### src/logic/icache_pkg.sv
package icache_pkg;

  // fetch and memory address width
  localparam int ADDR_W = 32;

  // one instruction word, also one memory beat
  localparam int XLEN = 64;

  // address split: tag | index | byte offset
  localparam int OFFSET_W = 6;                          // 64 byte lines
  localparam int INDEX_W  = 6;
  localparam int TAG_W    = ADDR_W - INDEX_W - OFFSET_W; // 20 bits

  localparam int NUM_LINES = 1 << INDEX_W;              // 64 lines, 4 KB total

  // a refill is a full line of 64-bit beats
  localparam int BEATS  = (1 << OFFSET_W) / (XLEN / 8); // 8 beats
  localparam int BEAT_W = $clog2(BEATS);                // also the word select width

  // controller states
  typedef enum logic [2:0] {
    ST_RST       = 3'd0,
    ST_IDLE      = 3'd1,
    ST_MISS      = 3'd2,  // burst in flight
    ST_FILL_DONE = 3'd3   // line complete, tag written here
  } icache_state_e;

endpackage
### src/logic/icache_ctrl.sv
`timescale 1ns/1ps

module icache_ctrl
  import icache_pkg::*;
(
  input  logic              clk,
  input  logic              rst,
  input  logic [ADDR_W-1:0] fetch_addr_i,
  input  logic              fetch_valid_i,
  input  logic              hit_i,
  input  logic              mem_rdata_ready_i,
  output logic [BEAT_W-1:0] word_sel_o,
  output logic              tag_wen_o,
  output logic              beat_wen_o,
  output logic [BEAT_W-1:0] beat_idx_o,
  output logic              fetch_rdata_valid_o,
  output logic [ADDR_W-1:0] mem_raddr_o,
  output logic              mem_raddr_valid_o
);

  icache_state_e     state_q;
  icache_state_e     state_d;
  logic [BEAT_W-1:0] beat_cnt_q;
  logic              rdata_valid_q;
  logic              raddr_valid_q;
  logic [ADDR_W-1:0] raddr_q;
  logic              req_hit;
  logic              req_miss;
  logic              mem_xfer;
  logic              last_beat;

  assign req_hit   = (state_q == ST_IDLE) && fetch_valid_i && hit_i;
  assign req_miss  = (state_q == ST_IDLE) && fetch_valid_i && !hit_i;
  assign mem_xfer  = raddr_valid_q && mem_rdata_ready_i;   // one beat this cycle
  assign last_beat = mem_xfer && (beat_cnt_q == BEAT_W'(BEATS - 1));

  always_comb begin
    state_d = state_q;
    case (state_q)
      ST_RST: begin
        state_d = ST_IDLE;
      end
      ST_IDLE: begin
        if (req_miss) begin
          state_d = ST_MISS;
        end
      end
      ST_MISS: begin
        // ready gaps from memory just keep us here longer
        if (last_beat) begin
          state_d = ST_FILL_DONE;
        end
      end
      ST_FILL_DONE: begin
        state_d = ST_IDLE;  // request is replayed and hits
      end
      default: begin
        state_d = ST_RST;
      end
    endcase
  end

  always_ff @(posedge clk) begin
    if (rst) begin
      state_q       <= ST_RST;
      rdata_valid_q <= 1'b0;
      raddr_valid_q <= 1'b0;
      beat_cnt_q    <= '0;
    end else begin
      state_q       <= state_d;
      rdata_valid_q <= req_hit;  // single cycle pulse
      if (req_miss) begin
        raddr_valid_q <= 1'b1;
        beat_cnt_q    <= '0;
      end else if (mem_xfer) begin
        beat_cnt_q <= beat_cnt_q + 1'b1;
        if (last_beat) begin
          raddr_valid_q <= 1'b0;
        end
      end
    end
  end

  // line aligned burst address
  always_ff @(posedge clk) begin
    if (req_miss) begin
      raddr_q <= {fetch_addr_i[ADDR_W-1:OFFSET_W], {OFFSET_W{1'b0}}};
    end
  end

  // word select goes straight to the data array, which registers it with the read
  assign word_sel_o          = fetch_addr_i[OFFSET_W-1 -: BEAT_W];
  assign tag_wen_o           = (state_q == ST_FILL_DONE);
  assign beat_wen_o          = mem_xfer;
  assign beat_idx_o          = beat_cnt_q;
  assign fetch_rdata_valid_o = rdata_valid_q;
  assign mem_raddr_o         = raddr_q;
  assign mem_raddr_valid_o   = raddr_valid_q;

  a_raddr_stable : assert property (
    @(posedge clk) disable iff (rst)
    mem_raddr_valid_o |=> !mem_raddr_valid_o || $stable(mem_raddr_o)
  ) else $error("memory address changed during burst");

  // data array writes belong to an open burst in ST_MISS
  a_beat_in_burst : assert property (
    @(posedge clk) disable iff (rst)
    beat_wen_o |-> mem_raddr_valid_o && (state_q == ST_MISS)
  ) else $error("beat write outside of refill");

  a_no_hit_during_refill : assert property (
    @(posedge clk) disable iff (rst)
    !(fetch_rdata_valid_o && mem_raddr_valid_o)
  ) else $error("fetch data returned while refill is pending");

endmodule

### config.mk
export PLATFORM = sky130hd
export DESIGN_NAME = icache_ctrl
export DESIGN_NICKNAME = d
export VERILOG_FILES = /design/src/logic/icache_pkg.sv /design/src/logic/icache_ctrl.sv
export SDC_FILE = /design/constraint.sdc
export NUM_CORES = 1
export LEC_CHECK = 0
export BUFFER_PORTS_ARGS = -buffer_cell sky130_fd_sc_hd__buf_4
export CORE_MARGIN = 4
export CORE_UTILIZATION = 44
export CTS_CLUSTER_DIAMETER = 60
export DETAILED_ROUTE_END_ITERATION = 10
export PLACE_DENSITY = 0.91
export SLEW_MARGIN = 20
export SYNTH_ARGS = -nofsm -noshare
export SYNTH_HDL_FRONTEND = slang
export SYNTH_SLANG_ARGS = --single-unit
### constraint.sdc
create_clock -name clk -period 5.3 [get_ports clk]
set_clock_uncertainty 0.05 [all_clocks]
set_input_delay 1.06 -clock clk [delete_from_list [all_inputs] [get_ports clk]]
set_output_delay 1.06 -clock clk [all_outputs]
set_load 0.01 [all_outputs]
# Yosys cells after proc, flatten, opt, wreduce, memory -nomap -nowiden
# Index checks and enable logic that the tools add are counted.
[op_classes] add_sub_neg=1 multipliers=0 div_mod_pow=0 magnitude_cmp=0 n_eq_ne=6 n_shift=0 mux=6 bitwise=0 n_reduce_logical=13
[ops] op="$pmux 3 s3" n=1
[ops] op="$eq 3x2->1 const B" n=2
[ops] op="$mux 3" n=2
[ops] op="$logic_and 1x1->1" n=5
[ops] op="$ne 2x2->1 const B" n=2
[ops] op="$reduce_and 2->1" n=2
[ops] op="$reduce_bool 2->1" n=2
[ops] op="$reduce_or 2->1" n=2
[ops] op="$add 3x1->3 const B" n=1
[ops] op="$eq 3x1->1 const B" n=1
[ops] op="$eq 3x3->1 const B" n=1
[ops] op="$logic_not 3->1" n=1
[ops] op="$mux 1" n=3
[ops] op="$logic_not 1->1" n=1
[word_totals] register_bits=34 latch_bits=0 ramBits=0 mem_bits_ro=0 input_bits=37 output_inout_bits=42 word_cells=31 memories=0

# Depth between registers and ports, before layout
# Gate-level depths: netlist (run 1).
[depth] word_depth=5 depth_mapped=5 ltp_nobuf=5

# Worst setup path after synthesis (run 1)
# No wires, ideal clock.
[synth_timing] path_kind="input to register" from="input fetch_valid_i" to="register raddr_q[10], in the netlist mem_raddr_o[10] (enable)" setup_time_ns=0.410 arrival_time_ns=2.276 required_time_ns=4.840 slack_ns=2.563 path_stages=2 path_buffers=0 path_cell_list="nand2_1 nor2_1"
[synth_between] elab_chain_cells=2
[synth_rtl] item="start: declaration" line_no="icache_ctrl.sv:9" source="input logic fetch_valid_i,"
[synth_rtl] item="$logic_and 1x1->1 (2 in series)" line_no="icache_ctrl.sv:33" source="assign req_miss = (state_q == ST_IDLE) && fetch_valid_i && !hit_i;"
[synth_rtl] item="named net req_miss" line_no="icache_ctrl.sv:28" source="logic req_miss;"
[synth_rtl] item="end signal: assignment" line_no="icache_ctrl.sv:87" source="raddr_q <= {fetch_addr_i[ADDR_W-1:OFFSET_W], {OFFSET_W{1'b0}}};"
[synth_rtl] item="end: declaration" line_no="icache_ctrl.sv:26" source="logic [ADDR_W-1:0] raddr_q;"
# The timed path passes the listed nets, and every way through them passes these cells.
# A chain may end at the register's enable or synchronous reset.

# Worst setup path after layout (run 1)
[layout_timing] from="input mem_rdata_ready_i" to="output beat_wen_o"
[layout_between] elab_chain_cells=1
[layout_rtl] item="start: declaration" line_no="icache_ctrl.sv:11" source="input logic mem_rdata_ready_i,"
[layout_rtl] item="$logic_and 1x1->1" line_no="icache_ctrl.sv:34" source="assign mem_xfer = raddr_valid_q && mem_rdata_ready_i;"
[layout_rtl] item="end: declaration" line_no="icache_ctrl.sv:14" source="output logic beat_wen_o,"
# No other way between the ends.

==> results.sh, run 1 <==
export IMPL_diodes=0
export IMPL_yosysWarnings=0
export IMPL_cp_start_kind="input pin"
export IMPL_relSlewSlack_pct=51.8
export IMPL_antenna_found_initial=0
export IMPL_dr_total_vias=830
export IMPL_path_cells="buf_4 > nand2_1 > inv_1 > buf_4"
export IMPL_leakage_nw=0.772
export IMPL_start_util_pct=48.1
export IMPL_firstDrtPassIters=4
export IMPL_status="completed"
export IMPL_r2r_worst_path_cells=4
export IMPL_vias_per_cell=4.80
export IMPL_crit_top_cell="buf_4"
export IMPL_fin_crit_sh_pct=49.7
export IMPL_row_count=18
export IMPL_cp_required_ns=4.19
export IMPL_powerDensity_nw_per_um2=328
export IMPL_slowest_delay_ns=0.14
export IMPL_placed_area_um2=1700
export IMPL_tritoncts="yes"
export IMPL_multi_input_area_um2=254
export IMPL_cp_end_kind="output port"
export IMPL_worst_pin_slew_ns=0.722
export IMPL_arrival_ns=1.52
export IMPL_dp_cells=165
export IMPL_synth_seq_cells=33
export IMPL_synthFlopType="edfxtp_1"
export IMPL_coreArea_um2=2570
export IMPL_ctsHtreeMaxLevel=2
export IMPL_synth_avg_cell_area_um2=16.2
export IMPL_gp_congestion=0.675
export IMPL_place_hpwl_um=1930
export IMPL_gr_total_overflow=0
export IMPL_io_pins=79
export IMPL_area_growth_pct=42.8
export IMPL_seq_area_um2=921
export IMPL_grt_setup_unrepaired="no"
export IMPL_postRouteAntennaNets=0
export IMPL_yosysSeqAreaShare_pct=74.6
export IMPL_worst_path_max_delay_cell="buf_4"
export IMPL_critPathCapture="beat_wen_o"
export IMPL_setup_viol=0
export IMPL_routed_wl_um=2430
export IMPL_clkLatencyLatePin_ns=0.32
export IMPL_grt_pass1_wl_um=3480
export IMPL_synth_area_um2=1230
export IMPL_fmax_ghz=0.380
export IMPL_r2r_start="state_q[1]"
export IMPL_stdcell_count=173
export IMPL_die_area_um2=3720
export IMPL_synth_top_area_cell="edfxtp_1"
export IMPL_final_area_um2=1760
export IMPL_die_x_um=61.0
export IMPL_fin_crit_ns=2.63
export IMPL_wl_per_cell_um=14.0
export IMPL_drive_above_1_share_pct=51.0
export IMPL_r2r_end="mem_raddr_o[8]"
export IMPL_clockRootBuffer="clkbuf_4"
export IMPL_cts_setup_buffers=0
export IMPL_startpoint="mem_rdata_ready_i"
export IMPL_synth_async_reset_ratio_pct=0
export IMPL_die_h_um=61.0
export IMPL_setup_tns_ns=0
export IMPL_reg2reg_slack_ns=3.47
export IMPL_grt_max_degree=28
export IMPL_fin_nets=185
export IMPL_clk_pin_slew_ns=0.09
export IMPL_drc=0
export IMPL_max_vdd_ir_drop_mv=0.229
export IMPL_fillCellCount=202
export IMPL_cts_hold_buf=0
export IMPL_hold_viol_final=0
export IMPL_drv_slew=0
export IMPL_cts_resized=0
export IMPL_synth_top_area_share_pct=63.2
export IMPL_clock_sinks=33
export IMPL_cp_max_fo=5
export IMPL_synth_edff_count=26
export IMPL_ys_top_cells_by_count="26 x edfxtp_1, 9 x buf_4, 7 x dfxtp_1"
export IMPL_hp_class="reg -> reg"
export IMPL_ys_types=20
export IMPL_first_global_vias=813
export IMPL_grt_use_total_pct=13.7
export IMPL_synth_cells=76
export IMPL_ys_top_cells_by_area="edfxtp_1 63%, dfxtp_1 11%, ha_1 6.1%"
export IMPL_synth_most_common_cell="edfxtp_1"
export IMPL_drtIter0Drc=11
export IMPL_numCtsBuffers=5
export IMPL_critical_path_class="in -> out"
export IMPL_cap_viol_max_count=0
export IMPL_portBuffers=63
export IMPL_max_clock_path_buffers=2
==> cell usage in the layout, fill, tap and decap left out <==
cell,Yosys,layout
buf_4,9,63
edfxtp_1,26,26
dfxtp_1,7,7
ha_1,6,6
conb_1,1,6
inv_1,5,5
clkbuf_4,0,5
nand2_1,4,4
nand3_1,2,2
a21oi_1,2,2
a221oi_1,2,2
a211oi_1,2,2
clkbuf_1,0,2
nor2_4,0,1
o21bai_1,1,1
xor2_1,1,1
nor2_1,2,1
nand2b_4,1,1
nand3_2,1,1
a22o_1,1,1
nor3b_1,1,1
a21boi_0,1,1
o21ba_2,1,1
clkbuf_8,0,1
==> kinds of logic (layout without fill, tap and decap cells) <==
group | Yosys count | in the layout | synth area share (%)
DFF | 33 | 33 | 74.6
buffers and inverters | 14 | 76 | 6.99
and+or+nand+nor | 11 | 11 | 5.17
AOI/OAI and AO/OA | 10 | 10 | 6.18
adders and majority gates | 6 | 6 | 6.08
other | 1 | 6 | 0.304
xor gates and xnor gates | 1 | 1 | 0.709
==> worst min-delay path by stage <==
| stage | start | slack (ns) | end | cells after the start |
|---|---|---|---|---|
| 6_report | beat_idx_o[1] | 0.45 | beat_idx_o[1] | 2 |
| 5_1_grt | beat_idx_o[1] | 0.49 | beat_idx_o[1] | 2 |
| 4_1_cts | beat_idx_o[1] | 0.45 | beat_idx_o[1] | 2 |
| 3_5_place_dp | beat_idx_o[1] | 0.44 | beat_idx_o[1] | 2 |
| 3_3_place_gp | beat_idx_o[1] | 0.41 | beat_idx_o[1] | 2 |
| 2_1_floorplan | state_q[0] | 0.44 | state_q[0] | 2 |
==> power breakdown <==
part / switching (mW) / total [mW] / internal [mW] / leakage [nW]
registers: 0.0124 / 0.320 / 0.307 / 0.293
logic: 0.0598 / 0.119 / 0.0589 / 0.446
clock network: 0.0752 / 0.141 / 0.0654 / 0.0326
==> area by class of cell <==
class | instances | share of cell area, %
repair buffers | 63 | 26.8
clock buffers | 8 | 3.34
flip-flops and latches | 33 | 52.2
inverters | 5 | 1.06
multi-input cells | 34 | 14.4
well taps | 30 | 2.13
==> metal layers <==
metal  GRT usage [%]  wire, µm
met1            11.0       735
met2            24.6      1250
met4            7.43        48
met3            8.94       400
met5               0         0
==> state kept, by name, indices dropped and copies added, names as in the netlist <==
register,cells
fetch_rdata_valid_o,1
state_q,2
mem_raddr_o,26
mem_raddr_valid_o,1
beat_idx_o,3
==> critical path, delay by kind of cell <==
| family | cells | cell delay, ns |
|---|---|---|
| buffers and inverters | 3 | 0.33 |
| and+or+nand+nor | 1 | 0.13 |
==> through the flow <==
step	worst slack (ns)	total power [mW]	util, %	hold WS, ns
after floorplan	2.56	0.391	-	0.440
after global routing	2.64	0.613	68.7	0.489
final	2.67	0.579	68.7	0.451
after detailed placement	2.66	0.444	66.4	0.440
after CTS	2.66	0.585	68.7	0.455
after global placement	2.68	0.436	66.2	0.415
Power figures use the tool's default switching activity.
==> run 2, diff against run 1 <==
--- a/config.mk
+++ b/config.mk
@@ -7,10 +7,10 @@
 export LEC_CHECK = 0
 export BUFFER_PORTS_ARGS = -buffer_cell sky130_fd_sc_hd__buf_4
 export CORE_MARGIN = 4
-export CORE_UTILIZATION = 44
+export CORE_UTILIZATION = 37
 export CTS_CLUSTER_DIAMETER = 60
 export DETAILED_ROUTE_END_ITERATION = 10
-export PLACE_DENSITY = 0.91
+export PLACE_DENSITY = 0.82
 export SLEW_MARGIN = 20
 export SYNTH_ARGS = -nofsm -noshare
 export SYNTH_HDL_FRONTEND = slang
==> constraint.sdc (replaced) <==
create_clock -name clk -period 2.2 [get_ports clk]
set_clock_uncertainty 0.05 [all_clocks]
set_input_delay 0.44 -clock clk [delete_from_list [all_inputs] [get_ports clk]]
set_output_delay 0.44 -clock clk [all_outputs]
set_load 0.01 [all_outputs]
==> run 2 against run 1 <==
First-iteration DRC count rose to 7.0 times the previous value; clock power rose to 2.6 times the previous value; critical path depth down 1; critical path type is now reg -> out; critical endpoint unchanged; highest routed layer unchanged.
==> results.sh, run 2 (synthesis results as in run 1) <==
export IMPL_grt_use_total_pct=13.8
export IMPL_stdcell_count=188
export IMPL_io_pins=79
export IMPL_status="completed"
export IMPL_worst_path_max_delay_cell="dfxtp_1"
export IMPL_grt_pass1_wl_um=4130
export IMPL_cp_end_kind="output port"
export IMPL_cp_required_ns=1.71
export IMPL_final_common_cell="buf_4"
export IMPL_leakage_nw=0.785
export IMPL_cap_viol_max_count=0
export IMPL_fmax_ghz=0.623
export IMPL_path_cells="nand2_1 > inv_1 > buf_4"
export IMPL_postRouteAntennaNets=0
export IMPL_dp_cells=180
export IMPL_diodes=0
export IMPL_whs_ns=0.238
export IMPL_critical_path_class="reg -> out"
export IMPL_placed_area_um2=1720
export IMPL_max_clock_path_buffers=2
export IMPL_fin_crit_ns=1.60
export IMPL_path_delay_family="flip-flops"
export IMPL_first_global_vias=836
export IMPL_drive_above_1_share_pct=52.8
export IMPL_setup_ws_ns=0.595
export IMPL_setup_tns_ns=0
export IMPL_coreArea_um2=3130
export IMPL_mostFrequentLayoutCells="64 x buf_4, 26 x edfxtp_1, 7 x dfxtp_1, 6 x ha_1, 6 x conb_1"
export IMPL_die_h_um=65.8
export IMPL_max_vdd_ir_drop_mv=0.298
export IMPL_start_util_pct=39.5
export IMPL_drc=0
export IMPL_powerDensity_nw_per_um2=797
export IMPL_slowest_delay_ns=0.44
export IMPL_gr_total_overflow=0
export IMPL_cts_resized=0
export IMPL_fin_crit_sh_pct=72.9
export IMPL_clock_sinks=33
export IMPL_die_x_um=65.8
export IMPL_portBuffers=63
export IMPL_routed_wl_um=2740
export IMPL_drtIter0Drc=77
export IMPL_grt_max_degree=28
export IMPL_drv_slew=0
export IMPL_die_area_um2=4330
export IMPL_arrival_ns=1.11
export IMPL_fin_util_pct=57.4
export IMPL_vias_per_cell=4.47
export IMPL_gp_congestion=0.640
export IMPL_cts_setup_buffers=0
export IMPL_hold_viol_final=0
export IMPL_grt_setup_unrepaired="no"
export IMPL_setup_viol=0
export IMPL_cp_max_fo=6
export IMPL_clockRootBuffer="clkbuf_4"
export IMPL_dr_total_vias=841
export IMPL_firstDrtPassIters=4
export IMPL_cts_hold_buf=0
export IMPL_numCtsBuffers=5
export IMPL_wl_per_cell_um=14.6
export IMPL_seq_area_um2=921
export IMPL_fin_nets=186
export IMPL_largest_register_ffs=26
export IMPL_fillCellCount=257
export IMPL_multi_input_area_um2=249
export IMPL_hp_class="in -> reg"
export IMPL_cp_start_kind="flip-flop"
export IMPL_place_hpwl_um=2240
export IMPL_clk_pin_slew_ns=0.09
export IMPL_ctsHtreeMaxLevel=2
export IMPL_dp_slack_ns=0.653
export IMPL_clkLatencyLatePin_ns=0.32
export IMPL_area_growth_pct=45.3
export IMPL_tritoncts="yes"
export IMPL_finalPower_mw=1.43
export IMPL_antenna_found_initial=0
export IMPL_critical_path_buf_inv_count=2
export IMPL_row_count=20
export IMPL_final_area_um2=1790
-- run 2: cell types whose count changed in the layout (fill, tap and decap cells not counted) --
cell      delta
buf_4        +1
clkbuf_1     -2
clkbuf_8     +1
clkinv_2     +1
nor2_2       +1
nor2_4       -1
-- run 2: per-layer routing --
| layer | routed length (µm) | GRT usage [%] | vias up |
|---|---|---|---|
| met2 | 1320 | 22.8 | 63 |
| met4 | 43 | 7.51 | 0 |
| met3 | 434 | 7.82 | 8 |
| met5 | 0 | 0 | - |
| met1 | 947 | 13.5 | 377 |
| li1 | - | - | 393 |
-- run 2: final cells by class --
cell class / instances / area share (%)
flip-flops and latches: 33 / 51.3
repair buffers: 64 / 26.8
multi-input cells: 34 / 13.9
clock buffers: 7 / 3.63
well taps: 44 / 3.07
inverters: 5 / 1.05
clock inverters: 1 / 0.279
-- run 2: path summary, 6_finish.rpt --
path | start | to | slack, ns | cells after the start
worst max-delay path | mem_raddr_valid_o | beat_wen_o | 0.60 | 3
worst min-delay path | fetch_addr_i[7] | mem_raddr_o[7] | 0.24 | 1
worst max register to register | state_q[1] | mem_raddr_o[20] | 0.64 | 5
worst min register to register | beat_idx_o[2] | beat_idx_o[2] | 0.44 | 2
-- run 2: where the power goes --
| part | internal, mW | leakage, nW | switching [mW] |
|---|---|---|---|
| combinational | 0.145 | 0.451 | 0.146 |
| sequential | 0.740 | 0.293 | 0.0304 |
| clock | 0.185 | 0.0413 | 0.184 |
| total | 1.07 | 0.785 | 0.361 |
-- run 2: worst register-to-register path: stages, from the launching register on --
cell,delay (ns)
dfxtp_1,0.34
inv_1,0.10
ha_1,0.23
nand2_1,0.12
nor2_2,0.09
buf_4,0.31
