<file path="config.mk">
export PLATFORM = sky130hd
export DESIGN_NAME = icache_tag
export DESIGN_NICKNAME = d
export VERILOG_FILES = /design/src/logic/icache_pkg.sv /design/src/logic/icache_tag.sv
export SDC_FILE = /design/constraint.sdc
export NUM_CORES = 1
export LEC_CHECK = 0
export BUFFER_PORTS_ARGS = -buffer_cell sky130_fd_sc_hd__buf_2
export CELL_PAD_IN_SITES_DETAIL_PLACEMENT = 1
export CELL_PAD_IN_SITES_GLOBAL_PLACEMENT = 2
export CORE_MARGIN = 5
export CORE_UTILIZATION = 35
export CTS_BUF_LIST = sky130_fd_sc_hd__clkbuf_16
export DETAILED_ROUTE_END_ITERATION = 6
export PLACE_DENSITY_LB_ADDON = 0.1
export SLEW_MARGIN = 20
export SYNTH_ARGS = -nofsm -noshare
export SYNTH_HDL_FRONTEND = slang
export SYNTH_SLANG_ARGS = --single-unit
export TNS_END_PERCENT = 10
</file>
<file path="constraint.sdc">
create_clock -name clk -period 4.5 [get_ports clk]
set_clock_uncertainty 0.05 [all_clocks]
set_input_delay 0.9 -clock clk [delete_from_list [all_inputs] [get_ports clk]]
set_output_delay 0.9 -clock clk [all_outputs]
set_load 0.01 [all_outputs]
</file>
<file path="src/logic/icache_pkg.sv">
package icache_pkg;

  // fetch and memory address width
  localparam int ADDR_W = 32;

  // one instruction word, also one memory beat
  localparam int XLEN = 64;

  // address split: tag | index | byte offset
  localparam int OFFSET_W = 6;                          // 64 byte lines
  localparam int INDEX_W  = 6;
  localparam int TAG_W    = ADDR_W - INDEX_W - OFFSET_W; // 20 bits

  localparam int NUM_LINES = 1 << INDEX_W;              // 64 lines, 4 KB total

  // a refill is a full line of 64-bit beats
  localparam int BEATS  = (1 << OFFSET_W) / (XLEN / 8); // 8 beats
  localparam int BEAT_W = $clog2(BEATS);                // also the word select width

  // controller states
  typedef enum logic [2:0] {
    ST_RST       = 3'd0,
    ST_IDLE      = 3'd1,
    ST_MISS      = 3'd2,  // burst in flight
    ST_FILL_DONE = 3'd3   // line complete, tag written here
  } icache_state_e;

endpackage
</file>
<file path="src/logic/icache_tag.sv">
`timescale 1ns/1ps

module icache_tag
  import icache_pkg::*;
(
  input  logic               clk,
  input  logic               rst,
  input  logic [INDEX_W-1:0] index_i,
  input  logic [TAG_W-1:0]   tag_i,
  input  logic               tag_wen_i,
  output logic               hit_o
);

  logic [TAG_W-1:0]     tag_mem [NUM_LINES];
  logic [NUM_LINES-1:0] valid_q;

  // valid bits are cleared on reset, so a stale tag can never hit
  always_ff @(posedge clk) begin
    if (rst) begin
      valid_q <= '0;
    end else if (tag_wen_i) begin
      valid_q[index_i] <= 1'b1;
    end
  end

  always_ff @(posedge clk) begin
    if (tag_wen_i) begin
      tag_mem[index_i] <= tag_i;
    end
  end

  // combinational lookup, same cycle as the request
  assign hit_o = valid_q[index_i] && (tag_mem[index_i] == tag_i);

  // the controller sits in ST_RST during reset and must not fill a line
  a_no_tag_write_in_reset : assert property (
    @(posedge clk) rst |-> !tag_wen_i
  ) else $error("tag write while in reset");

endmodule

</file>
# Word level (Yosys, flattened, before mapping)
# Memories as Yosys holds them, arrays and structs flattened.
# Cells that the tools add are included.
dict set report op_classes {
  order_cmp 2
  eq_ne 1
  n_mux 6
  n_bitwise 1
  reduce_logical 2
}
# cell count
set ops {}
lappend ops {{bitwise OR 64 bit} 1}
lappend ops {{== test 20 bit} 1}
lappend ops {{< comparator 6 x 7 -> 1 bit (second input constant)} 1}
lappend ops {{binary-select mux 1 bit (select 6 bit)} 1}
lappend ops {{demux 1 bit (select 6 bit)} 1}
lappend ops {{>= comparator 6 x 1 -> 1 bit (second input constant)} 1}
lappend ops {{2-to-1 mux 1 bit} 4}
lappend ops {{logical AND 1 bit} 2}
dict set report totals {
  ff_bits 64
  mem_bits_rw 1280
  inputBits 29
  output_inout_bits 1
  elab_cells 14
  mem_count 1
}
# memory words word_bits read_ports rd_ports_with_merged_regs write_ports line
set mem_list {}
lappend mem_list {tag_mem 64 20 1 0 1 icache_tag.sv:14} ;# logic [TAG_W-1:0] tag_mem [NUM_LINES];

# Logic depth before layout (Yosys ltp)
# Gate-level depths: netlist (run 1).
dict set report logic_depth {
  word_depth 5
  ltp_mapped 14
  ltp_nobuf 9
}

# Least setup slack after synthesis (run 1)
# No wires, ideal clock.
dict set report synth_path {
  path_type {in2out}
  startpoint {in index_i[0]}
  endpoint {out hit_o}
  arrival_ns 3.128
  required_time_ns 3.550
  setup_slack_ns 0.422
  stages 11
  path_buffers 4
  cell_sequence {buf_6 -> buf_6 -> buf_6 -> buf_8 -> mux2_4 -> a221oi_2 -> o22ai_1 -> a2111oi_1 -> a21oi_1 -> nor4_1 -> and4_1}
}
dict set report synth_between {
  elab_chain_len 3
  elab_cells_between_ends 5
  classes_between {eq/ne: 1; mux: 2; reduce/logical: 1; memory: 1}
}
# item line
set synth_rtl {}
lappend synth_rtl {{start: declaration} icache_tag.sv:8} ;# input logic [INDEX_W-1:0] index_i,
lappend synth_rtl {{memory read (64 x 20 bit) / binary-select mux 1 bit (select 6 bit) (equally long branches)} -}
lappend synth_rtl {{== test 20 bit / 2-to-1 mux 1 bit (equally long branches)} icache_tag.sv:33} ;# assign hit_o = valid_q[index_i] && (tag_mem[index_i] == tag_i);
lappend synth_rtl {{logical AND 1 bit (*)} icache_tag.sv:33}
lappend synth_rtl {{end: declaration} icache_tag.sv:11} ;# output logic hit_o
# Every way passes the cells marked *; elsewhere a longest branch is shown, timed or not. The select of a mux whose other input is x is not followed.

# Worst setup path after layout (run 1)
dict set report layout_path {
  startpoint {in index_i[2]}
  endpoint {out hit_o}
}
# The elaborated chain is that of the path after synthesis.

==> results.txt, run 1 <==
- The worst register-to-register path ends at valid_q[61]$_SDFFE_PP0P_.
- Congestion Overflow GR: 0
- Result of the run: complete, but fails checks
* Endpoint with the worst hold slack: tag_mem[40][15]$_DFFE_PP_
- Number of clock buffers inserted by TritonCTS: around 150
* TritonCTS Sinks: around 1300
* Final cycle utilization of the critical path: 115%
- DP Cell Count: ~5000
- In this design, the stage delay of the slowest critical-path cell is between 600 and 700 ps.
- After layout, the worst setup slack is -663 ps.
* Post-detail-place hpwl: roughly 120000 µm
- Count of inserted antenna diode cells: 0
- Most frequent cells in the layout: sky130_fd_sc_hd__edfxtp_1, sky130_fd_sc_hd__buf_4, sky130_fd_sc_hd__a22oi_1
- Required time worst endpoint: 3550 ps
- The first global-routing pass estimated approximately 250000 µm of wire.
- Total leakage power: around 21 nW
- Arithmetic-cell share of the synthesized area counting full adders, half adders and majority gates: 0%
- Synthesized netlist net count: 2776
- CP Capture Type: output pin
* Fill cell count: around 14000
- Share of final-layout standard cells stronger than drive strength 1: a little under a third
* Logic depth of the worst register-to-register path: 2
* Starting utilization of the core area: 35.3%
- The worst setup path is of the input port to output pin kind.
- Top_reg_cell synth: sky130_fd_sc_hd__edfxtp_1
- The synthesized netlist devotes between 7 and 8% of its cell area to compound gates.
* Total cell area at the placement stage: approximately 0.057 mm²
* Worst path slowest cell: sky130_fd_sc_hd__or4_4
* Yosys warnings: 0
- Clock tree synthesis selected as its root buffer the cell sky130_fd_sc_hd__clkbuf_16.
- For this run, the top clock speed supported by timing is slightly below 200 MHz.
* Post-synth EDFFs: between 1000 and 1500
- Most common library cell in the layout ignoring fill and taps: sky130_fd_sc_hd__edfxtp_1
- Along the worst hold path, the cell count comes to 1.
- In this run the tool buffered the top-level ports with 29 buffer cells.
- Violated checks: setup timing
* CTS clock-pin slew for the worst setup and hold paths: 60 ps
* Multiplexer fraction of the synthesized cell area: about 8.4%
* Share of flip-flops with an asynchronous set or reset: 0%
- Total of flip-flops plus latches after synthesis: roughly 1300
- The first detailed-routing pass ran for 7 iterations.
- After the first detailed-routing iteration, the DRC count stood at approximately 2800.
- The count of nets left with antenna violations once routing finished came out at 0.
- GRT Resource Usage Total: roughly 24%
- Power spread over the standard cell area amounts to between 400 and 500 mW/mm².
- The final route contains about 30000 vias.
- I/O pin cnt: 30
* Post-synthesis average cell area: 18.5 µm²
- Depth of the CTS H-tree: 4
* Die area: ~0.15 mm²
- Entering global routing, the biggest net connects 65 pins.
- Post-Syn Instances: about 2700
- The via count of the first global-routing pass is roughly 32000.
- The worst pin sits at a relative slew slack of between 40% and 50%.
* Combined area of the multi-input logic cells: 0.0113 mm²
- For the pin with the worst max-slew slack, the measured transition is approximately 900 ps.
- Across the run, the number of max-cap violations was 0.
- In this run the vertical extent of the chip is slightly below 400 µm.
- Area Growth Syn to Fin: 24.3%
- STA puts the critical path data arrival time at 4210 ps.
* Final hold vios: 0
- STA classifies the critical path startpoint as an input port.
* Finished Layout Cells: ~5300
- Cells traversed along the worst timing path: buf_6, buf_12, or4_4, buf_4, o21ai_1, nor3_1, a31oi_2, xnor2_1, nand4_1, buf_4, nor4_4, and4_4, buf_6
- Routability-driven placement finished with a final weighted congestion of approximately 0.82.
- For the worst-skew pair, the clock arrives at the later sink with an insertion delay of 760 ps.
* Dominant combinational cell family by area after synthesis: multiplexers
- The min-delay analysis places its worst path in the category input port to flip-flop.
* Largest buffer count on any clock path: 3
- Of all nets on the critical path, the largest fanout is 9.
* Sequential Area: between 0.03 and 0.04 mm²
* Average detailed-routed wire length per instance: between 30 and 40 µm
* Post-synthesis share of cell area spent on xor and xnor gates: less than 1%
* Number of library cell types mapped by synthesis: 69
* Detailed-route DRC error count: 0
* Worst IR drop on VDD: 0.000277 V
- The region available for standard cell placement spans around 0.14 mm².
* Final net count: 3314
* Power consumption: around 28 mW
* Final Slew Violations: 0
- In this run the cell area of the synthesized design comes to 0.0509 mm².
- Before CTS, the worst setup slack after placement is -1620 ps.
* Register-to-Register Setup Slack: 3810 ps
- Total wire length: 185000 µm
* Fraction of the mapped netlist area in simple logic gates: 3.82%
- CTS tree: built
* Cell row count: between 100 and 150
* Final setup violation count: 1
* Layout Cell Area excl Fill: around 0.063 mm²
- Width of the chip: a little under 400 µm
- Setup repair after global routing could not meet its margin everywhere.
* Tmin final: roughly 5200 ps
- Dividing the detail-routed via count by the number of cells gives between 5 and 6.
- For this design, the CTS-stage hold fixing added 0 buffers.
- Startpoint of the worst-slack reg-to-reg timing path: valid_q[61]$_SDFFE_PP0P_
* Number of antenna violations at the first check in global routing: 4
- The startpoint identified for the worst hold timing path is tag_i[15].
- Part of the Yosys area used for sequential elements: about 80%
## through the flow
stage          util (%)  hold slack [ps]  setup TNS (ps)
6_report           43.9              403            -663
5_1_grt            43.9              366            -699
4_1_cts            43.7              372            -665
3_5_place_dp       39.8              412           -1620
3_3_place_gp       39.8              394           -1880
2_1_floorplan         -              382               0
## per-layer routing
| metal | wire length [µm] | track usage (%) | share of wire, % | vias to the layer above |
|---|---|---|---|---|
| li1 | - | - | - | 12500 |
| met1 | 76700 | 31.1 | 41 | 16200 |
| met2 | 91100 | 40.2 | 49 | 971 |
| met3 | 9710 | 4.19 | 5.2 | 293 |
| met4 | 7950 | 10.4 | 4.3 | 0 |
| met5 | 0 | 0 | 0 | - |
## cells in the mapped netlist, types with 22 or more instances
cell type,n,area [µm²]
sky130_fd_sc_hd__edfxtp_1,1280,38400
sky130_fd_sc_hd__nand4_1,22,138
sky130_fd_sc_hd__clkbuf_1,57,214
sky130_fd_sc_hd__nor2_1,215,807
sky130_fd_sc_hd__a21oi_1,26,130
sky130_fd_sc_hd__nand2_1,34,128
sky130_fd_sc_hd__buf_2,60,300
sky130_fd_sc_hd__mux2_2,24,270
sky130_fd_sc_hd__a221oi_1,50,438
sky130_fd_sc_hd__a31oi_1,25,156
sky130_fd_sc_hd__a22o_1,26,228
sky130_fd_sc_hd__a22oi_1,227,1700
sky130_fd_sc_hd__o22ai_1,85,532
sky130_fd_sc_hd__dfxtp_1,64,1280
sky130_fd_sc_hd__mux2i_1,179,1790
sky130_fd_sc_hd__mux4_2,98,2210
## power breakdown
| group | switching [mW] | total [mW] | internal (mW) |
|---|---|---|---|
| combinational | 1.04 | 1.65 | 0.607 |
| sequential | 0.0229 | 13.8 | 13.8 |
| clock | 5.01 | 12.1 | 7.08 |
| total | 6.08 | 27.5 | 21.5 |
## logic make-up (layout without fill, tap and decap cells)
| kind of cell | count (synthesis) | in the layout |
|---|---|---|
| DFF | 1344 | 1344 |
| muxes | 302 | 302 |
| buffers and inverters | 169 | 827 |
| xor gates and xnor gates | 13 | 13 |
| and+or+nand+nor | 391 | 391 |
| AOI/OAI and AO/OA | 528 | 528 |
## final cells by class
class / count / share of cell area (%)
repair buffers: 550 / 7.80
clock buffers: 160 / 6.33
well taps: 1903 / 3.77
inverters: 4 / 0.0237
multi-input cells: 1234 / 17.9
flip-flops and latches: 1344 / 62.8
clock inverters: 113 / 1.35
## sequential cells by signal, summed over array words and instances (netlist names)
signal and cells:
valid_q 64, tag_mem 1280
## what timing repair did
item	4_1_cts	5_1_grt
gates resized for setup	118	36
setup buffers	14	3
setup endpoints to repair	1	1
cloned	2	0
pin swaps	29	21
## critical path: cells and delay by family
kind,cells,cell delay [ps]
AND/OR/NAND/NOR,5,1500
AO/OA/AOI/OAI,2,810
buffers and inverters,5,800
XOR/XNOR,1,160
## how the worst max path moves through the flow
stage                     from  cells after the start  endpoint  slack (ps)
global route        index_i[0]                     17     hit_o        -700
detailed placement  index_i[2]                     13     hit_o       -1620
CTS                 index_i[0]                     14     hit_o        -670
finish              index_i[2]                     13     hit_o        -660
global placement    index_i[2]                     14     hit_o       -1880
floorplan           index_i[0]                     11     hit_o         420
Power figures use the tool's default switching activity.
==> run 2: changes to the inputs <==
--- a/config.mk
+++ b/config.mk
@@ -10,2 +10,3 @@
 export CELL_PAD_IN_SITES_GLOBAL_PLACEMENT = 2
+export CORE_ASPECT_RATIO = 0.8
 export CORE_MARGIN = 5
@@ -14,3 +15,3 @@
 export DETAILED_ROUTE_END_ITERATION = 6
-export PLACE_DENSITY_LB_ADDON = 0.1
+export PLACE_DENSITY = 0.64
 export SLEW_MARGIN = 20
--- a/constraint.sdc
+++ b/constraint.sdc
@@ -4,2 +4,2 @@
 set_output_delay 0.9 -clock clk [all_outputs]
-set_load 0.01 [all_outputs]
+set_load 0.1 [all_outputs]
==> run 2 against run 1 <==
  * The flow still finishes with violations (setup timing)
  * Clock power down 7%
  * Total power down 2.7%
  * Non-clock buffer count up 29
  * Setup slack worse by 140 ps
  * Critical endpoint unchanged
  * Combinational power up 4%
  * Fmax down 2.6%
  * Largest cell class unchanged
  * Cell count up 0.34%
  * Sequential share of layout area up 0.23 points
  * Via count up 3.0%
  * First-iteration DRC count up 37%
  * Sequential cell count unchanged
  * Critical path type unchanged
  * Core utilization down 0.41 points
==> results.txt, run 2 (synthesized netlist as in run 1, its figures left out) <==
- Buffers inserted during clock tree synthesis total 140.
- Total wire length: 180000 µm
* Actual transition at the worst max-transition pin: about 970 ps
* Buffering stage count on the worst path with inverters included: 7
* CTS tree: built
* Proportion of total power due to net switching: between 20 and 25%
* Worst slew margin: between 30% and 40%
* Cts hold-fix bufs: 0
* Internal Pwr Total: between 20 and 25 mW
* Power consumption: 26.8 mW
- The run finished, with violations left.
- From left edge to right edge, the die measures around 440 µm.
- Die area: roughly 0.15 mm²
* Depth of the CTS H-tree: 4
* DP Cell Count: between 5000 and 6000
* Area Growth Syn to Fin: 23.8%
- The worst setup path is captured at an output pin.
- Number of maximum-capacitance violations: 0
* Final setup violation count: 1
* Die Y: 351 µm
- At the worst endpoint, the required time is ~3600 ps.
- Of all nets on the critical path, the largest fanout is 6.
* Number of antenna violations at the first check in global routing: 10
- Share of power burned in registers: between 50 and 60%
- Post-detail-place hpwl: around 120000 µm
* Violated checks: setup timing
- For the worst-skew pair, the clock arrives at the later sink with an insertion delay of approximately 760 ps.
* RSZ-0062 raised after global routing: true
* Setup crit start kind: input port
* Detailed-route DRC error count: 0
- In the final design database the tool counted about 3300 nets.
* Most common library cell in the layout ignoring fill and taps: sky130_fd_sc_hd__edfxtp_1
- Maximum number of pins on one net before global-route repair: 65
* Share of total power in the clock network: a little over two fifths
- Type of the worst min-delay path: flip-flop to flip-flop
- Dividing the detail-routed via count by the number of cells gives approximately 5.8.
* Largest stage delay on the critical path: about 600 ps
* Endpoint arrival time on the critical path: roughly 4400 ps
* Largest buffer count on any clock path: 3
* Wire length of the first global-routing pass: between 200000 and 250000 µm
- In this run the remaining antenna-violating nets after routing total 0.
- The final route contains around 31000 vias.
* CTS clock-pin slew for the worst setup and hold paths: about 60 ps
- In this run the worst setup path begins at index_i[2].
- Congestion Overflow GR: 0
- Tmin final: about 5300 ps
* Worst path slowest cell: sky130_fd_sc_hd__or4bb_4
* Logic depth of the worst path, buffers included: 16
- Leaving out filler cells and counting taps, the final layout contains around 5300.
- Largest regs: tag_mem x1280, valid_q x64
- Proportion of power drawn by combinational gates: under 10%
- The worst setup path is of the input port to output pin kind.
- The register with the most flip-flops in the layout has around 1300 of them.
* Routability congestion estimate: 0.886
- Register-to-Register Setup Slack: around 3800 ps
* Number of buffers added on ports: 29
* GRT Resource Usage Total: a little under a quarter
* Startpoint of the worst-slack reg-to-reg timing path: valid_q[4]$_SDFFE_PP0P_
- Dividing the detail-routed wire length by the instance count gives 33.8 µm.
- In this run the critical register-to-register path is captured at valid_q[4]$_SDFFE_PP0P_.
- Cells traversed along the worst timing path: buf_16, buf_4, or4bb_4, buf_6, o22ai_4, nor3_2, buf_4, nand4_1, o31ai_2, xor2_1, nand4_1, buf_4, nor4_4, buf_4, and4_4, buf_12
* Area of the core: between 0.1 and 0.15 mm²
- Timing analysis after detailed placement gives a worst setup slack of -1540 ps.
- The clock net in this run drives a total of 1344 sinks.
* Worst IR drop on VDD: around 0.00032 V
- For this configuration, the core starts out at a cell density of between 30% and 40%.
- In this run the core area contains between 100 and 150 standard-cell rows.
- Logic depth of the worst register-to-register path: 2
* Most frequent cells in the layout: sky130_fd_sc_hd__edfxtp_1, sky130_fd_sc_hd__buf_4, sky130_fd_sc_hd__a22oi_1
* Final hold vios: 0
- The first routing iteration left approximately 3800 violations.
- The post-route netlist has 31.3% of its cells at a drive strength greater than 1.
- Counting flops per register, the top entry is tag_mem.
- Among the stages of the critical path, the cell type that occurs most often is sky130_fd_sc_hd__buf_4.
* PD cells: around 430 mW/mm²
- Clock Root Buffer: sky130_fd_sc_hd__clkbuf_16
* Crit path max-delay family: simple AND/OR/NAND/NOR gates
- Based on the critical path, the design can be clocked at up to 189 MHz.
- Power spent charging and discharging nets: about 5.9 mW
* CP endpoint: hit_o
- Summed over all cells, the static leakage comes to 20.9 nW.
* Final Slew Violations: 0
* Worst setup margin: -799 ps
* Final cycle utilization of the critical path: 118%
* I/O pin cnt: 30
- The first TritonRoute pass finished after 6 iterations.
- Vias in the first global route: roughly 31000
==> run 2: cell count changes in the layout (fill, tap and decap cells not counted), sizes merged <==
cell,previous run,this run
clkbuf,160,148
clkinvlp,3,8
inv,33,34
buf,549,574
bufinv,12,10
clkinv,69,62
bufbuf,1,3
diode,0,4
==> run 2: stage by stage <==
| stage | utilization (%) | instance area, µm² | TNS [ps] | hold WS, ps |
|---|---|---|---|---|
| after floorplan | - | 50900 | 0 | 382 |
| after global placement | 39.6 | 57400 | -1700 | 400 |
| after detailed placement | 39.6 | 57400 | -1540 | 409 |
| after CTS | 43.2 | 62600 | -778 | 424 |
| after global routing | 43.5 | 63000 | -844 | 444 |
| final | 43.5 | 63000 | -799 | 419 |
==> run 2: how the worst min path moves through the flow <==
| stage | startpoint | end | slack (ps) | cells after the start |
|---|---|---|---|---|
| floorplan | valid_q[32]$_SDFFE_PP0P_ | valid_q[32]$_SDFFE_PP0P_ | 380 | 2 |
| global placement | valid_q[11]$_SDFFE_PP0P_ | valid_q[11]$_SDFFE_PP0P_ | 400 | 2 |
| detailed placement | valid_q[58]$_SDFFE_PP0P_ | valid_q[58]$_SDFFE_PP0P_ | 410 | 2 |
| CTS | valid_q[58]$_SDFFE_PP0P_ | valid_q[58]$_SDFFE_PP0P_ | 420 | 2 |
| global route | valid_q[1]$_SDFFE_PP0P_ | valid_q[1]$_SDFFE_PP0P_ | 440 | 2 |
| finish | valid_q[58]$_SDFFE_PP0P_ | valid_q[58]$_SDFFE_PP0P_ | 420 | 2 |
==> run 2: what timing repair did <==
item	in CTS	in global routing
setup buffers	13	9
pin swaps	22	11
gates cloned	5	1
endpoints found under the hold margin	0	0
gates resized for setup	108	48
endpoints found under the setup margin	1	1
==> run 2: power by group through the flow <==
stage,registers [mW],clock network [mW],logic (mW)
finish,13.8,11.3,1.72
detailed placement,14.1,0,1.56
global placement,14.1,0,1.53
global route,13.8,12.1,1.78
floorplan,14.1,0,0.620
CTS,13.8,11.5,1.65
==> run 2: tightest hold or removal path: stages, from the launching register on <==
cell,delay (ps)
sky130_fd_sc_hd__dfxtp_1,320
sky130_fd_sc_hd__nor2_1,50
sky130_fd_sc_hd__nor2_1,70
==> run 2: cell type report <==
| type | instances | area, µm² |
|---|---|---|
| fillers | 13900 | 81800 |
| flip-flops and latches | 1344 | 39700 |
| multi-input cells | 1234 | 11200 |
| repair buffers | 579 | 5220 |
| clock buffers | 146 | 3650 |
| well taps | 1905 | 2380 |
| clock inverters | 110 | 774 |
| inverters | 4 | 18.8 |
| diodes | 4 | 10.0 |
==> run 2: metal layers <==
layer / global-route usage, % / wire, µm / part of all wire (%) / up-vias
met3: 9.45 / 22800 / 13 / 257
met2: 32.8 / 75400 / 42 / 1650
met5: 0 / 45 / 0.025 / -
li1: - / - / - / 12500
met4: 6.17 / 4400 / 2.4 / 8
met1: 32.9 / 77400 / 43 / 16400
==> run 3: changes to the inputs <==
- PLACE_DENSITY: 0.64 -> 0.63
==> run 3 against run 2 <==
  * Critical endpoint unchanged
  * Global-route usage increased by 0.18 points
  * Clock power barely moved
  * The flow still finishes with violations (setup timing)
  * Setup slack improved by 91 ps
  * Total power up 1.1%
  * Count of clock-buffer cells in the layout is 4 lower
==> results.txt, run 3 (synthesized netlist as in run 1, its figures left out) <==
* Cell row count: ~130
* Post-detail-place hpwl: 117000 µm
- Final cycle utilization of the critical path: 116%
- The hold violation count in the final report came to 0.
- In the global route stage, overall resource usage came out at 23.3%.
- Most common library cell in the layout ignoring fill and taps: sky130_fd_sc_hd__edfxtp_1
* Fraction of the core area covered by cells at the end of the flow: between 40% and 50%
- STA puts the critical path data required time at 3550 ps.
* Total met2 wirelength after detailed routing: around 76000 µm
- In this run the remaining antenna-violating nets after routing total 0.
- Maximum number of pins on one net before global-route repair: 65
- Register-to-Register Setup Slack: roughly 3800 ps
- Accumulated negative setup slack: -707 ps
- The net count of the finished layout is 3312.
- Startpoint of the worst-slack reg-to-reg timing path: valid_q[6]$_SDFFE_PP0P_
* Number of clock buffers inserted by TritonCTS: 141
- Capturing point of the worst reg2reg path: valid_q[6]$_SDFFE_PP0P_
- Counting along the longest clock path gives a buffer depth of 3.
- Port buffering added 29 buffers.
- Average detailed-routed wire length per instance: 34.2 µm
- Total leakage power: about 21 nW
- Tmin final: 5210 ps
- Drt initial violations: 4210
- CP endpoint: hit_o
* Die area: approximately 0.15 mm²
- Vias per inst: approximately 5.8
* Cts hold-fix bufs: 0
* Congestion Overflow GR: 0
- Number of maximum-capacitance violations: 0
- Routability-driven placement finished with a final weighted congestion of about 0.9.
* Maximum achievable frequency: 192 MHz
- Summed over all nets, wire length on met3 after detailed routing comes to roughly 22000 µm.
* Source-to-sink clock delay at the later pin of the worst-skew pair: about 760 ps
* Largest regs: tag_mem x1280, valid_q x64
- Violated checks: setup timing
- Area Growth Syn to Fin: 23.5%
* Endpoint arrival time on the critical path: ~4300 ps
- The first global-routing pass estimated between 200000 and 250000 µm of wire.
- Worst Setup Slack post-DPL: -1470 ps
- Area of the core: around 0.14 mm²
- Uppermost routed layer: met5
- Along the worst path, the maximum fanout reaches 11.
- The detailed router put a total of slightly below 80000 µm of wire on met1.
- Worst path slowest cell: sky130_fd_sc_hd__or4b_1
- Of the cells placed in the final design, the portion with a size suffix greater than 1 is 30.2%.
* Final Slew Violations: 0
- Cell seen most often among critical-path stages: sky130_fd_sc_hd__buf_4
* Vias in the first global route: 31100
- Measured against its own limit, the worst slew margin works out to between 30% and 40%.
- RSZ-0062 raised after global routing: true
- The register with the most flip-flops in the layout has 1280 of them.
- I/O pin cnt: 30
- Largest stage delay on the critical path: 550 ps
* Power consumption: roughly 27 mW
- TritonCTS Sinks: ~1300
- From bottom edge to top edge, the die measures between 300 and 400 µm.
* Setup crit start kind: input port
- Clock Root Buffer: sky130_fd_sc_hd__clkbuf_16
- Across the VDD grid, the largest voltage drop is 0.000291 V.
- Worst setup startpoint: index_i[3]
* CTS clock-pin slew for the worst setup and hold paths: roughly 60 ps
* Total via count in the routed design: roughly 30000
- Number of antenna violations at the first check in global routing: 8
* Register ranked first by flip-flop count: tag_mem
- Worst setup margin: -707 ps
- Final setup violation count: 1
- CP Capture Type: output pin
- For this design the ratio of total power to cell area is ~430 mW/mm².
- CTS tree: built
* Class of the most critical setup path: input port to output pin
* Detailed-route DRC error count: 0
* Result of the run: complete, but fails checks
- Measured along the x axis, the die boundary spans roughly 440 µm.
- Length of the first detailed-routing pass in iterations: 5
* Starting utilization of the core area: a little over a third
- Depth of the CTS H-tree: 4
- The worst register-to-register path has a depth of 2.
- In the layout the commonest cells are sky130_fd_sc_hd__edfxtp_1, sky130_fd_sc_hd__buf_4, sky130_fd_sc_hd__a22oi_1.
- Total wire length: 181000 µm
- The tightest hold path in the finished design has a slack of 422 ps.
- The worst hold path belongs to the class flip-flop to flip-flop.
* Actual transition at the worst max-transition pin: roughly 960 ps
- Cells traversed along the worst timing path: buf_4, buf_12, or4b_1, buf_4, o22ai_1, nor4_1, nand3_1, a21boi_1, nor4b_4, buf_4, o2111ai_2, nor4_2, buf_4, and4_4, buf_12
## run 3: repair_timing
| action | 4_1_cts | 5_1_grt |
|---|---|---|
| hold endpoints to repair | 0 | 0 |
| pin swaps | 27 | 3 |
| cloned | 5 | 1 |
| endpoints found under the setup margin | 1 | 1 |
| gates resized for setup | 110 | 15 |
| setup buffers | 32 | 0 |
## run 3: metal layers
metal / GRT usage (%) / vias up
met3: 8.57 / 270
met2: 33.2 / 1671
li1: - / 12500
met4: 6.63 / 4
met1: 33.4 / 16500
met5: 0 / -
## run 3: how the worst min path moves through the flow
stage / endpoint / from / cells after the start / slack (ps)
after detailed placement: valid_q[14]$_SDFFE_PP0P_ / valid_q[14]$_SDFFE_PP0P_ / 2 / 410
after global placement: valid_q[15]$_SDFFE_PP0P_ / valid_q[15]$_SDFFE_PP0P_ / 2 / 400
after global routing: tag_mem[9][6]$_DFFE_PP_ / tag_i[6] / 1 / 450
final: valid_q[45]$_SDFFE_PP0P_ / valid_q[45]$_SDFFE_PP0P_ / 2 / 420
after CTS: valid_q[14]$_SDFFE_PP0P_ / valid_q[14]$_SDFFE_PP0P_ / 2 / 420
after floorplan: valid_q[32]$_SDFFE_PP0P_ / valid_q[32]$_SDFFE_PP0P_ / 2 / 380
## run 3: cell type report
| class | count | area, µm² |
|---|---|---|
| fillers | 13900 | 82000 |
| diodes | 3 | 7.51 |
| repair buffers | 558 | 5130 |
| clock inverters | 118 | 1010 |
| inverters | 4 | 18.8 |
| flip-flops and latches | 1344 | 39700 |
| well taps | 1905 | 2380 |
| multi-input cells | 1234 | 11000 |
| clock buffers | 142 | 3550 |
## run 3: worst max-delay path, delay by kind of cell
| family | cells | cell delay (ps) |
|---|---|---|
| simple gates | 6 | 1740 |
| buf+inv | 6 | 1040 |
| compound gates | 3 | 550 |
## run 3: report_power, final
part           leakage (nW)  total [mW]  internal [mW]  switching [mW]
logic                  6.41        1.68          0.613            1.07
registers              12.0        13.8           13.8          0.0232
clock network          2.33        11.6           6.62            4.98
total                  20.8        27.1           21.0            6.07
## run 3: through the flow
stage / instance area (µm²) / std cells
after global routing: 62800 / 5305
after CTS: 62700 / 5304
after detailed placement: 57200 / 5007
after global placement: 57200 / 5007
after floorplan: 50900 / 2747
final: 62800 / 5308
